File: config.mk
export PLATFORM = sky130hd
export DESIGN_NAME = draw_engine
export DESIGN_NICKNAME = d
export VERILOG_FILES = /design/src/hw/gfx_pkg.sv /design/src/hw/draw_engine.sv
export VERILOG_INCLUDE_DIRS = /design/src /design/src/hw
export SDC_FILE = /design/constraint.sdc
export NUM_CORES = 1
export LEC_CHECK = 0
export BUFFER_PORTS_ARGS = -buffer_cell sky130_fd_sc_hd__buf_4
export CAP_MARGIN = 20
export CORE_MARGIN = 3
export CORE_UTILIZATION = 52
export DETAILED_ROUTE_END_ITERATION = 10
export PLACE_DENSITY = 0.8
export SYNTH_ARGS = -nofsm -noshare
export SYNTH_HDL_FRONTEND = slang
export SYNTH_SLANG_ARGS = --single-unit
File: constraint.sdc
create_clock -name clk_pix -period 5.07 [get_ports clk_pix]
set_clock_uncertainty 0.15 [all_clocks]
set_input_delay 1.014 -clock clk_pix [delete_from_list [all_inputs] [get_ports clk_pix]]
set_output_delay 1.014 -clock clk_pix [all_outputs]
set_load 0.01 [all_outputs]
File: src/hw/gfx_settings.svh
//--------------------------------------------------------------------------
// gfx settings: display timing, framebuffer size and serial bit period
//--------------------------------------------------------------------------
`ifndef GFX_SETTINGS_SVH
`define GFX_SETTINGS_SVH

// framebuffer size in pixels
`define GFX_FB_WIDTH  64
`define GFX_FB_HEIGHT 32

// 480p horizontal timing
`define GFX_H_ACTIVE 640
`define GFX_H_FRONT  16
`define GFX_H_SYNC   96
`define GFX_H_BACK   48

// 480p vertical timing
`define GFX_V_ACTIVE 480
`define GFX_V_FRONT  10
`define GFX_V_SYNC   2
`define GFX_V_BACK   33

// 25 MHz pixel clock at 115200 baud
`define GFX_UART_CLKS_PER_BIT 217

`endif
File: src/hw/gfx_pkg.sv
//--------------------------------------------------------------------------
// gfx package: colour type, command opcodes and command word views
//--------------------------------------------------------------------------
`include "gfx_settings.svh"

package gfx_pkg;

    localparam int FB_ADDR_W = $clog2(`GFX_FB_WIDTH * `GFX_FB_HEIGHT);

    typedef struct packed {
        logic [3:0] r;
        logic [3:0] g;
        logic [3:0] b;
    } rgb444_t;

    typedef enum logic [7:0] {
        OP_SET_POS     = 8'h01,
        OP_WRITE_PIXEL = 8'h02
    } opcode_t;

    typedef struct packed {
        opcode_t     opcode;
        logic [11:0] x;
        logic [11:0] y;
    } cmd_pos_t;

    // count holds run length minus one
    typedef struct packed {
        opcode_t    opcode;
        logic [7:0] count;
        logic [3:0] unused;
        rgb444_t    color;
    } cmd_pix_t;

    typedef union packed {
        cmd_pos_t pos;
        cmd_pix_t pix;
    } cmd_word_t;

endpackage

File: src/hw/draw_engine.sv
//--------------------------------------------------------------------------
// draw_engine: decodes commands, keeps the cursor, writes pixel runs
//--------------------------------------------------------------------------
`timescale 1ns/100ps
`include "gfx_settings.svh"

module draw_engine (
    input  logic                            clk_pix,
    input  logic                            reset,
    input  gfx_pkg::cmd_word_t              cmd_i,
    input  logic                            cmd_valid_i,
    output logic                            wr_en_o,
    output logic [gfx_pkg::FB_ADDR_W-1:0]   wr_addr_o,
    output gfx_pkg::rgb444_t                wr_color_o
);

    localparam int ADDR_W = gfx_pkg::FB_ADDR_W;
    localparam int X_W    = $clog2(`GFX_FB_WIDTH);
    localparam int Y_W    = $clog2(`GFX_FB_HEIGHT);

    logic [X_W-1:0]   cur_x;
    logic [Y_W-1:0]   cur_y;
    logic             run_active;
    logic [7:0]       run_left;
    gfx_pkg::rgb444_t run_color;

    assign wr_en_o    = run_active;
    assign wr_addr_o  = ADDR_W'(int'(cur_y) * `GFX_FB_WIDTH + int'(cur_x));
    assign wr_color_o = run_color;

    always_ff @(posedge clk_pix) begin
        if (reset) begin
            cur_x      <= '0;
            cur_y      <= '0;
            run_active <= 1'b0;
            run_left   <= '0;
        end else if (run_active) begin
            // step along the line, wrap to next line and then to the top
            if (cur_x == X_W'(`GFX_FB_WIDTH - 1)) begin
                cur_x <= '0;
                if (cur_y == Y_W'(`GFX_FB_HEIGHT - 1)) begin
                    cur_y <= '0;
                end else begin
                    cur_y <= cur_y + 1'b1;
                end
            end else begin
                cur_x <= cur_x + 1'b1;
            end
            run_left <= run_left - 1'b1;
            if (run_left == 8'd0) begin
                run_active <= 1'b0;
            end
        end else if (cmd_valid_i) begin
            case (cmd_i.pos.opcode)
                gfx_pkg::OP_SET_POS: begin
                    cur_x <= X_W'(cmd_i.pos.x % 12'(`GFX_FB_WIDTH));
                    cur_y <= Y_W'(cmd_i.pos.y % 12'(`GFX_FB_HEIGHT));
                end
                gfx_pkg::OP_WRITE_PIXEL: begin
                    run_active <= 1'b1;
                    run_left   <= cmd_i.pix.count;
                end
                default: ;
            endcase
        end
    end

    // colour latched when a run starts
    always_ff @(posedge clk_pix) begin
        if (!run_active && cmd_valid_i && cmd_i.pix.opcode == gfx_pkg::OP_WRITE_PIXEL) begin
            run_color <= cmd_i.pix.color;
        end
    end

endmodule

Yosys cells after proc, flatten, opt, wreduce, memory -nomap -nowiden
Cells that the tools add are included.

word-level totals
  input port bits = 35
  logic and storage cells = 42
  output and inout port bits = 24
  register bits after elaboration = 32

operators by class
  mux-type cells = 16
  add/subtract/negate cells = 4
  eq/ne operators = 5
  reduce and logical (&&, ||, !) cells = 10

operator list
  kind                                              number
  two-way mux 5 bit                                 5
  two-way mux 6 bit                                 4
  two-way mux 8 bit                                 3
  adder 11 x 6 -> 11 bit                            1
  == test 8 x 1 -> 1 bit, second input constant     1
  == test 8 x 2 -> 1 bit, second input constant     1
  zero test 8 bit                                   1
  subtractor 8 x 1 -> 8 bit, second input constant  1
  adder 6 x 1 -> 6 bit, second input constant       1
  == test 6 bit, second input constant              1
  nonzero test 2 bit                                3
  adder 5 x 1 -> 5 bit, second input constant       1
  == test 5 bit, second input constant              1
  two-way mux 1 bit                                 4
  AND reduction 2 bit                               2
  AND reduction 3 bit                               1
  logical AND 1 bit                                 2
  != test 2 x 1 -> 1 bit, second input constant     1
  zero test 1 bit                                   1

Depth between registers and ports, before layout
Gate-level depths: netlist of the first run.

  depth in word-level cells = 4
  depth in mapped cells = 7

Worst setup path after synthesis of the first run
Ideal clock, no wire load.

  path type = input -> register
  start = input cmd_i[28] (netlist name)
  end = register run_color, in the netlist wr_color_o[0] (enable)
  path buffers = 1
  data required time = 4.593 ns
  cell stages on the path = 4
  slack = 2.178 ns
  library setup time = 0.327 ns
  arrival time = 2.416 ns
  path through = or4b_4 > or4_1 > buf_2 > inv_2

between the ends
  cells in the longest elaborated chain, start to end = 2

RTL lines
  element                 line               text
  start: declaration      draw_engine.sv:10  input gfx_pkg::cmd_word_t cmd_i,
  == test 8 x 2 -> 1 bit  draw_engine.sv:70  if (!run_active && cmd_valid_i && cmd_i.pix.opcode == gfx_pkg::OP_WRITE_PIXEL) begin
  logical AND 1 bit       draw_engine.sv:70
  end signal: assignment  draw_engine.sv:71  run_color <= cmd_i.pix.color;
  end: declaration        draw_engine.sv:25  gfx_pkg::rgb444_t run_color;

No other way between the ends.
A chain may end at the register's enable or synchronous reset.

Worst setup path in the final report of the first run
  start = input cmd_i[28] (netlist name)
  end = register run_left[6]

between the ends
  cells in the longest elaborated chain, start to end = 3

RTL lines
  element                               line               text
  == test 8 x 2 -> 1 bit                draw_engine.sv:54  case (cmd_i.pos.opcode)
  nonzero test 2 bit (no source line)   n/a
  AND reduction 2 bit (no source line)  n/a
  end signal: assignment                draw_engine.sv:49  run_left <= run_left - 1'b1;
  end signal: assignment                draw_engine.sv:61  run_left <= cmd_i.pix.count;
  end: declaration                      draw_engine.sv:24  logic [7:0] run_left;

No other way between the ends.

==> results of run 1 <==
## logic make-up after synthesis
family,Yosys count,synth area share
XOR/XNOR,4,0.0225
AO/OA/AOI/OAI,35,0.164
multiplexers,3,0.0192
flip-flops,32,0.488
AND/OR/NAND/NOR,65,0.227
adder cells (fa/ha/maj),5,0.0401
buffers and inverters,16,0.0401
## metrics by stage
step / area (um^2) / utilization / worst slack [ns]
final: 2050 / 0.730 / 2.15
after detailed placement: 2000 / 0.712 / 1.83
after floorplan: 1560 / - / 2.18
after global placement: 2000 / 0.712 / 1.90
after CTS: 2050 / 0.730 / 2.18
after global routing: 2050 / 0.730 / 2.08
## worst max-delay path: cells and delay by family
family,cells,cell delay [ns]
AND/OR/NAND/NOR,3,1.37
buffers and inverters,2,0.45
AO/OA/AOI/OAI,1,0.18
## power by group through the flow
stage	combinational [mW]	sequential, mW	clock [mW]
3_5_place_dp	0.0313	0.273	0
4_1_cts	0.0314	0.267	0.137
6_report	0.0311	0.267	0.135
5_1_grt	0.0341	0.267	0.147
2_1_floorplan	0.00802	0.273	0
3_3_place_gp	0.0307	0.273	0
## flip-flops by register name, summed over array words and instances, names as in the netlist
name        count
cur_x           6
wr_en_o         1
run_left        8
wr_color_o     12
cur_y           5
## placed cells by master (no fill, tap or decap), types with 2 or more instances in the layout
| master | Yosys | final |
|---|---|---|
| sky130_fd_sc_hd__o21ai_0 | 2 | 2 |
| sky130_fd_sc_hd__xor2_1 | 3 | 3 |
| sky130_fd_sc_hd__inv_1 | 6 | 6 |
| sky130_fd_sc_hd__nor2_1 | 11 | 11 |
| sky130_fd_sc_hd__mux2i_1 | 3 | 3 |
| sky130_fd_sc_hd__dfxtp_1 | 20 | 20 |
| sky130_fd_sc_hd__nor2b_1 | 2 | 2 |
| sky130_fd_sc_hd__or4_1 | 2 | 2 |
| sky130_fd_sc_hd__edfxtp_1 | 12 | 12 |
| sky130_fd_sc_hd__a21o_1 | 2 | 2 |
| sky130_fd_sc_hd__or3_1 | 3 | 3 |
| sky130_fd_sc_hd__nand2b_1 | 2 | 2 |
| sky130_fd_sc_hd__buf_4 | 0 | 58 |
| sky130_fd_sc_hd__a221oi_1 | 4 | 4 |
| sky130_fd_sc_hd__nand3_1 | 10 | 10 |
| sky130_fd_sc_hd__nor3_1 | 13 | 13 |
| sky130_fd_sc_hd__clkbuf_1 | 6 | 2 |
| sky130_fd_sc_hd__a211oi_1 | 6 | 6 |
| sky130_fd_sc_hd__nand4_1 | 2 | 2 |
| sky130_fd_sc_hd__ha_1 | 5 | 5 |
| sky130_fd_sc_hd__clkbuf_4 | 0 | 5 |
| sky130_fd_sc_hd__and3_1 | 3 | 3 |
| sky130_fd_sc_hd__nand2_1 | 8 | 8 |
| sky130_fd_sc_hd__a31oi_1 | 3 | 3 |
| sky130_fd_sc_hd__a21oi_1 | 7 | 7 |
## synth_stat cells, types with 4 or more instances
cell type                  number  area share
sky130_fd_sc_hd__nand3_1       10       0.032
sky130_fd_sc_hd__a211oi_1       6       0.029
sky130_fd_sc_hd__ha_1           5       0.040
sky130_fd_sc_hd__clkbuf_1       6       0.014
sky130_fd_sc_hd__nand2_1        8       0.019
sky130_fd_sc_hd__edfxtp_1      12        0.23
sky130_fd_sc_hd__a21oi_1        7       0.022
sky130_fd_sc_hd__nor2_1        11       0.026
sky130_fd_sc_hd__a221oi_1       4       0.022
sky130_fd_sc_hd__dfxtp_1       20        0.26
sky130_fd_sc_hd__inv_1          6       0.014
sky130_fd_sc_hd__nor3_1        13       0.042
## per-layer routing
layer	vias to the layer above	track usage
met5	-	0
met4	0	0.0991
met3	8	0.0532
met2	68	0.342
met1	684	0.262
li1	724	-
## area by class of cell
cell class              count  area [um^2]  share of cell area
inverters                   7         26.3              0.0128
repair buffers             58          435               0.213
well taps                  31         38.8              0.0189
multi-input cells         112          737               0.360
flip-flops and latches     32          761               0.372
clock buffers               7         45.0              0.0220
clock inverters             1         3.75             0.00183
## worst max path at each step
stage,cells past startpoint,startpoint,end,slack (ns)
after floorplan,4,cmd_i[28],wr_color_o[0],2.18
after global placement,4,cmd_i[28],wr_color_o[3],1.90
after detailed placement,6,cmd_i[28],run_left[6],1.83
after CTS,6,cmd_i[28],run_left[6],2.18
after global routing,6,cmd_i[28],run_left[6],2.08
final,6,cmd_i[28],run_left[6],2.15
==> impl_metrics.prom, run 1 <==
# TYPE chip_impl_metric gauge
chip_impl_metric{name="report.final.slew_viol_count",unit=""} 0
chip_impl_metric{name="avgSynthCellArea",unit="um^2"} 9.75
chip_impl_metric{name="cap_viol_max_count",unit=""} 0
chip_impl_metric{name="fin_worst_hold_slack",unit="ns"} 0.342
chip_impl_metric{name="ctsHoldBuffers",unit=""} 0
chip_impl_metric{name="grt_antenna_before_repair",unit=""} 0
chip_impl_info{name="hp-start",value="run_left[7]"} 1
chip_impl_metric{name="netlist_area",unit="mm^2"} 0.00156
chip_impl_info{name="slowest_cell_on_crit_path",value="sky130_fd_sc_hd__or4_1"} 1
chip_impl_metric{name="clock_latency",unit="ns"} 0.32
chip_impl_metric{name="io_pins",unit=""} 59
chip_impl_metric{name="power.total",unit="mW"} 0.433
chip_impl_info{name="worstReg2RegEnd",value="cur_y[3]"} 1
chip_impl_info{name="regToRegStartpoint",value="wr_en_o"} 1
chip_impl_metric{name="met1Wirelength",unit="um"} 1670
chip_impl_metric{name="via_count_of_the_first_global_routing_pass",unit=""} 1410
chip_impl_metric{name="totalNegativeSetupSlack",unit="ns"} 0
chip_impl_metric{name="tightestPinTransition",unit="ns"} 0.937
chip_impl_metric{name="detailroute.wirelength.met2",unit="um"} 1760
chip_impl_metric{name="worst_hold_path.num_cells",unit=""} 2
chip_impl_metric{name="place.detailed.hpwl",unit="um"} 2780
chip_impl_metric{name="synth.yosys.seq_area_share",unit=""} 0.488
chip_impl_metric{name="critPathArrivalTime",unit="ns"} 3.01
chip_impl_metric{name="detailedRoute.firstIterationViolations",unit=""} 87
chip_impl_metric{name="dieHeight",unit="um"} 60.8
chip_impl_metric{name="via_count",unit=""} 1484
chip_impl_metric{name="power.density_cell_area",unit="mW/mm^2"} 212
chip_impl_metric{name="ys_ff_latch",unit=""} 32
chip_impl_metric{name="count_of_instances_resized_after_the_clock_tree_is_built",unit=""} 0
chip_impl_info{name="cp_cell_sequence",value="buf_4 -> or4b_4 -> or4_1 -> inv_2 -> nand2_1 -> a31oi_1"} 1
chip_impl_metric{name="floorplan.core_area",unit="mm^2"} 0.00281
chip_impl_info{name="min_delay_worst_endpoint",value="run_left[7]"} 1
chip_impl_metric{name="row_count",unit=""} 19
chip_impl_metric{name="p_seq_frac",unit=""} 0.617
chip_impl_metric{name="worstRegToRegCells",unit=""} 4
chip_impl_metric{name="cts_made_buffers",unit=""} 5
chip_impl_metric{name="setup_viol",unit=""} 0
chip_impl_metric{name="worst_ep_required_time",unit="ns"} 5.17
chip_impl_metric{name="place_inst",unit=""} 240
chip_impl_info{name="topRoutingLayerUsed",value="met4"} 1
chip_impl_metric{name="ys_warn_count",unit=""} 0
chip_impl_info{name="worst_setup_path_end_kind",value="flop"} 1
chip_impl_metric{name="layout_net_count",unit=""} 256
chip_impl_metric{name="wire_per_inst",unit="um"} 15.1
chip_impl_metric{name="initial_standard_cell_utilization_of_the_core",unit=""} 0.556
chip_impl_metric{name="syn_nets",unit=""} 200
chip_impl_info{name="tritoncts",value="built"} 1
chip_impl_metric{name="grt_first_pass_wirelength",unit="um"} 5820
chip_impl_metric{name="clock-sinks",unit=""} 32
chip_impl_metric{name="power.share.switching",unit=""} 0.214
chip_impl_metric{name="finalWeightedCongestion",unit=""} 0.854
chip_impl_info{name="cts.root.buffer_cell",value="sky130_fd_sc_hd__clkbuf_4"} 1
chip_impl_metric{name="vdd_drop_max",unit="uV"} 154
chip_impl_metric{name="synth_async_sr_flop_share",unit=""} 0
chip_impl_metric{name="largest_buffer_count_on_any_clock_path",unit=""} 2
chip_impl_metric{name="finalCriticalPeriod",unit="ns"} 2.92
chip_impl_metric{name="final_layout_size_suffix_gt1_frac",unit=""} 0.313
chip_impl_metric{name="vias_per_cell",unit=""} 5.98
chip_impl_metric{name="hold_viol_final",unit=""} 0
chip_impl_metric{name="wl_met3",unit="um"} 278
chip_impl_info{name="critical_path_class",value="in2reg"} 1
chip_impl_metric{name="port_buffers",unit=""} 58
chip_impl_metric{name="num-fill-cells",unit=""} 227
chip_impl_metric{name="detail_route.drc_violations",unit=""} 0
chip_impl_info{name="hp-class",value="reg2reg"} 1
chip_impl_info{name="timing.critical_path.from_type",value="input port"} 1
chip_impl_metric{name="die_x",unit="um"} 60.8
chip_impl_metric{name="synth_cell_types",unit=""} 47
chip_impl_info{name="synth_flop_cell",value="sky130_fd_sc_hd__dfxtp_1"} 1
chip_impl_metric{name="area_growth_syn_to_layout",unit="%"} 31.2
chip_impl_metric{name="detail-route-antenna-nets",unit=""} 0
chip_impl_metric{name="drt-pass1-iter-count",unit=""} 4
chip_impl_metric{name="timing.final.crit_share",unit=""} 0.575
chip_impl_metric{name="all_layer_global_routing_usage",unit=""} 0.211
chip_impl_metric{name="maximum_number_of_pins_on_one_net_before_global_route_repair",unit=""} 28
chip_impl_metric{name="max_freq",unit="GHz"} 0.343
chip_impl_metric{name="power.switching",unit="mW"} 0.0928
chip_impl_metric{name="layout.cells.non_filler",unit=""} 248
chip_impl_metric{name="postSynthCellCount",unit=""} 160
chip_impl_metric{name="p_clk_frac",unit=""} 0.311
chip_impl_metric{name="power_frac_comb",unit=""} 0.072
chip_impl_metric{name="cts_setup_buffers",unit=""} 0
chip_impl_metric{name="remaining_global_route_overflow",unit=""} 0
chip_impl_metric{name="count_of_inserted_antenna_diode_cells",unit=""} 0
chip_impl_metric{name="power_leakage",unit="nW"} 0.832
chip_impl_info{name="outcome",value="finished, final reports clean"} 1
chip_impl_metric{name="reg2reg_setup_slack",unit="ns"} 2.75
chip_impl_metric{name="drt_wl_total",unit="um"} 3760
chip_impl_metric{name="htree_num_levels",unit=""} 2
chip_impl_metric{name="clk_pin_slew_worst_paths",unit="ns"} 0.09
chip_impl_metric{name="max_slew_margin",unit=""} 0.369
chip_impl_metric{name="delay_of_the_slowest_critical_path_stage",unit="ns"} 0.70
chip_impl_metric{name="synth_edf_count",unit=""} 12
chip_impl_info{name="rsz0062_at_grt",value="false"} 1
chip_impl_metric{name="cp_max_fo",unit=""} 17
chip_impl_metric{name="fp.dieArea",unit="mm^2"} 0.00369
chip_impl_metric{name="internal_power",unit="mW"} 0.340
(Power assumes the default switching activity.)
==> run 2: changes to the inputs <==
--- a/config.mk
+++ b/config.mk
@@ -9,9 +9,9 @@
 export BUFFER_PORTS_ARGS = -buffer_cell sky130_fd_sc_hd__buf_4
 export CAP_MARGIN = 20
 export CORE_MARGIN = 3
-export CORE_UTILIZATION = 52
+export CORE_UTILIZATION = 48
 export DETAILED_ROUTE_END_ITERATION = 10
-export PLACE_DENSITY = 0.8
+export PLACE_DENSITY = 0.74
 export SYNTH_ARGS = -nofsm -noshare
 export SYNTH_HDL_FRONTEND = slang
 export SYNTH_SLANG_ARGS = --single-unit
==> constraint.sdc (replaced) <==
create_clock -name clk_pix -period 3 [get_ports clk_pix]
set_clock_uncertainty 0.15 [all_clocks]
set_input_delay 0.6 -clock clk_pix [delete_from_list [all_inputs] [get_ports clk_pix]]
set_output_delay 0.6 -clock clk_pix [all_outputs]
set_load 0.01 [all_outputs]
==> run 2 against run 1 <==
  * Sequential share of layout area shrank 0.73 points
  * Sequential cell count is the same
  * Cell count grew 6.5%
  * Critical path depth shrank 1
  * Die area grew 7.5%
  * Worst hold slack lost 0.048 ns
  * Critical endpoint is now cur_y[3]
  * Largest power group unchanged
  * Highest routed layer unchanged
==> impl_metrics.prom, run 2 (synthesis results as in run 1) <==
# TYPE chip_impl_metric gauge
chip_impl_metric{name="clk_pin_slew_worst_paths",unit="ns"} 0.09
chip_impl_metric{name="critPathArrivalTime",unit="ns"} 2.36
chip_impl_metric{name="timing.final.crit_share",unit=""} 0.765
chip_impl_metric{name="largest_buffer_count_on_any_clock_path",unit=""} 2
chip_impl_metric{name="finalInstanceArea",unit="mm^2"} 0.00209
chip_impl_metric{name="reg2reg_setup_slack",unit="ns"} 0.91
chip_impl_metric{name="sequential_cell_area",unit="um^2"} 761
chip_impl_metric{name="count_of_inserted_antenna_diode_cells",unit=""} 0
chip_impl_metric{name="area_growth_syn_to_layout",unit="%"} 33.8
chip_impl_metric{name="finalCriticalPeriod",unit="ns"} 2.30
chip_impl_metric{name="cts_made_buffers",unit=""} 5
chip_impl_info{name="worst_setup_path_end_kind",value="flop"} 1
chip_impl_metric{name="clock_latency",unit="ns"} 0.33
chip_impl_metric{name="via_count",unit=""} 1460
chip_impl_metric{name="place_inst",unit=""} 256
chip_impl_metric{name="via_count_of_the_first_global_routing_pass",unit=""} 1385
chip_impl_metric{name="worst_ep_required_time",unit="ns"} 3.07
chip_impl_info{name="cts.root.buffer_cell",value="sky130_fd_sc_hd__clkbuf_4"} 1
chip_impl_metric{name="grt_first_pass_wirelength",unit="um"} 6100
chip_impl_metric{name="layout_net_count",unit=""} 259
chip_impl_metric{name="count_of_instances_resized_after_the_clock_tree_is_built",unit=""} 0
chip_impl_metric{name="power.density_cell_area",unit="mW/mm^2"} 351
chip_impl_metric{name="hold_viol_final",unit=""} 0
chip_impl_metric{name="grt_antenna_before_repair",unit=""} 0
chip_impl_metric{name="setup_viol",unit=""} 0
chip_impl_info{name="hp-class",value="in2reg"} 1
chip_impl_metric{name="layout_setup_ws",unit="ns"} 0.704
chip_impl_metric{name="port_buffers",unit=""} 58
chip_impl_metric{name="ctsHoldBuffers",unit=""} 0
chip_impl_info{name="outcome",value="finished, final reports clean"} 1
chip_impl_metric{name="vdd_drop_max",unit="uV"} 184
chip_impl_metric{name="final_layout_size_suffix_gt1_frac",unit=""} 0.332
chip_impl_metric{name="detail_route.drc_violations",unit=""} 0
chip_impl_metric{name="max_freq",unit="GHz"} 0.435
chip_impl_metric{name="wire_per_inst",unit="um"} 13.6
chip_impl_metric{name="row_count",unit=""} 20
chip_impl_metric{name="max_slew_margin",unit=""} 0.589
chip_impl_metric{name="all_layer_global_routing_usage",unit=""} 0.192
chip_impl_metric{name="power_leakage",unit="nW"} 0.852
chip_impl_metric{name="drt_wl_total",unit="um"} 3600
chip_impl_metric{name="maximum_number_of_pins_on_one_net_before_global_route_repair",unit=""} 24
chip_impl_metric{name="multi_input_area",unit="um^2"} 737
chip_impl_metric{name="drt-pass1-iter-count",unit=""} 5
chip_impl_metric{name="place.detailed.hpwl",unit="um"} 2750
chip_impl_metric{name="finalWeightedCongestion",unit=""} 0.799
chip_impl_metric{name="num-fill-cells",unit=""} 250
chip_impl_metric{name="tightestPinTransition",unit="ns"} 0.612
chip_impl_info{name="layout_commonest_cell",value="sky130_fd_sc_hd__buf_4"} 1
chip_impl_metric{name="remaining_global_route_overflow",unit=""} 0
chip_impl_metric{name="place_worst_setup_slack",unit="ns"} 0.357
chip_impl_metric{name="cts_setup_buffers",unit=""} 0
chip_impl_info{name="rsz0062_at_grt",value="false"} 1
chip_impl_metric{name="detailedRoute.firstIterationViolations",unit=""} 36
chip_impl_metric{name="report.final.slew_viol_count",unit=""} 0
chip_impl_metric{name="layout.cells.non_filler",unit=""} 264
chip_impl_metric{name="clock-sinks",unit=""} 32
chip_impl_metric{name="largest_register_ff_count",unit=""} 12
chip_impl_metric{name="htree_num_levels",unit=""} 2
chip_impl_metric{name="fin_worst_hold_slack",unit="ns"} 0.293
chip_impl_metric{name="detail-route-antenna-nets",unit=""} 0
chip_impl_metric{name="initial_standard_cell_utilization_of_the_core",unit=""} 0.507
chip_impl_metric{name="vias_per_cell",unit=""} 5.53
chip_impl_metric{name="floorplan.core_area",unit="mm^2"} 0.00308
chip_impl_metric{name="cp_max_fo",unit=""} 8
chip_impl_info{name="timing.critical_path.from_type",value="input port"} 1
chip_impl_info{name="highest_count_cells_in_the_layout_ignoring_fill_and_taps",value="sky130_fd_sc_hd__buf_4, sky130_fd_sc_hd__dfxtp_1, sky130_fd_sc_hd__nor3_1, sky130_fd_sc_hd__edfxtp_1, sky130_fd_sc_hd__nor2_1"} 1
chip_impl_metric{name="totalNegativeSetupSlack",unit="ns"} 0
chip_impl_metric{name="placedInstanceArea",unit="mm^2"} 0.00204
chip_impl_info{name="tritoncts",value="built"} 1
chip_impl_metric{name="dieHeight",unit="um"} 63.0
chip_impl_metric{name="io_pins",unit=""} 59
chip_impl_metric{name="die_x",unit="um"} 63.0
chip_impl_metric{name="fp.dieArea",unit="mm^2"} 0.00397
chip_impl_metric{name="cap_viol_max_count",unit=""} 0
chip_impl_info{name="critical_path_class",value="in2reg"} 1
==> run 2: cell count changes in the layout (fill, tap and decap cells not counted), sizes merged <==
cell and change:
buf +3, clkbuf -2, clkinv +2
==> run 2: final cells by class <==
cell class	count	share of cell area
Clock buffer	5	0.0180
Clock inverter	3	0.00659
Inverter	7	0.0126
Multi-Input combinational cell	112	0.353
Sequential cell	32	0.364
Tap cell	44	0.0264
Timing Repair Buffer	61	0.219
==> run 2: metrics by stage <==
| step | power [mW] | utilization |
|---|---|---|
| 6_report | 0.733 | 0.678 |
| 5_1_grt | 0.769 | 0.678 |
| 4_1_cts | 0.742 | 0.678 |
| 3_5_place_dp | 0.515 | 0.662 |
| 3_3_place_gp | 0.513 | 0.662 |
| 2_1_floorplan | 0.475 | - |
==> run 2: where the power goes <==
group / leakage (nW) / total, mW / switching [mW] / internal [mW]
logic: 0.551 / 0.0527 / 0.0181 / 0.0346
clock network: 0.0324 / 0.229 / 0.143 / 0.0858
registers: 0.269 / 0.451 / 0.000835 / 0.450
total: 0.852 / 0.733 / 0.162 / 0.571
==> run 2: critical path: stages <==
cell and delay (ns):
sky130_fd_sc_hd__buf_4 0.11, sky130_fd_sc_hd__or4b_4 0.55, sky130_fd_sc_hd__or4_1 0.68, sky130_fd_sc_hd__a222oi_1 0.35, sky130_fd_sc_hd__nor3_1 0.08
==> run 2: final timing paths <==
kind / endpoint / cells after the start / start
setup / recovery: cur_y[3] / 5 / cmd_i[28]
hold / removal: wr_color_o[9] / 1 / cmd_i[9]
setup reg to reg: cur_y[3] / 4 / wr_en_o
hold reg to reg: run_left[7] / 2 / run_left[7]
==> run 2: routing by layer <==
metal  vias to the layer above  track usage  part of all wire
li1                        728            -                 -
met3                         5       0.0755              0.11
met5                         -            0                 0
met2                        71        0.306              0.44
met4                         0       0.0744             0.017
met1                       656        0.231              0.43
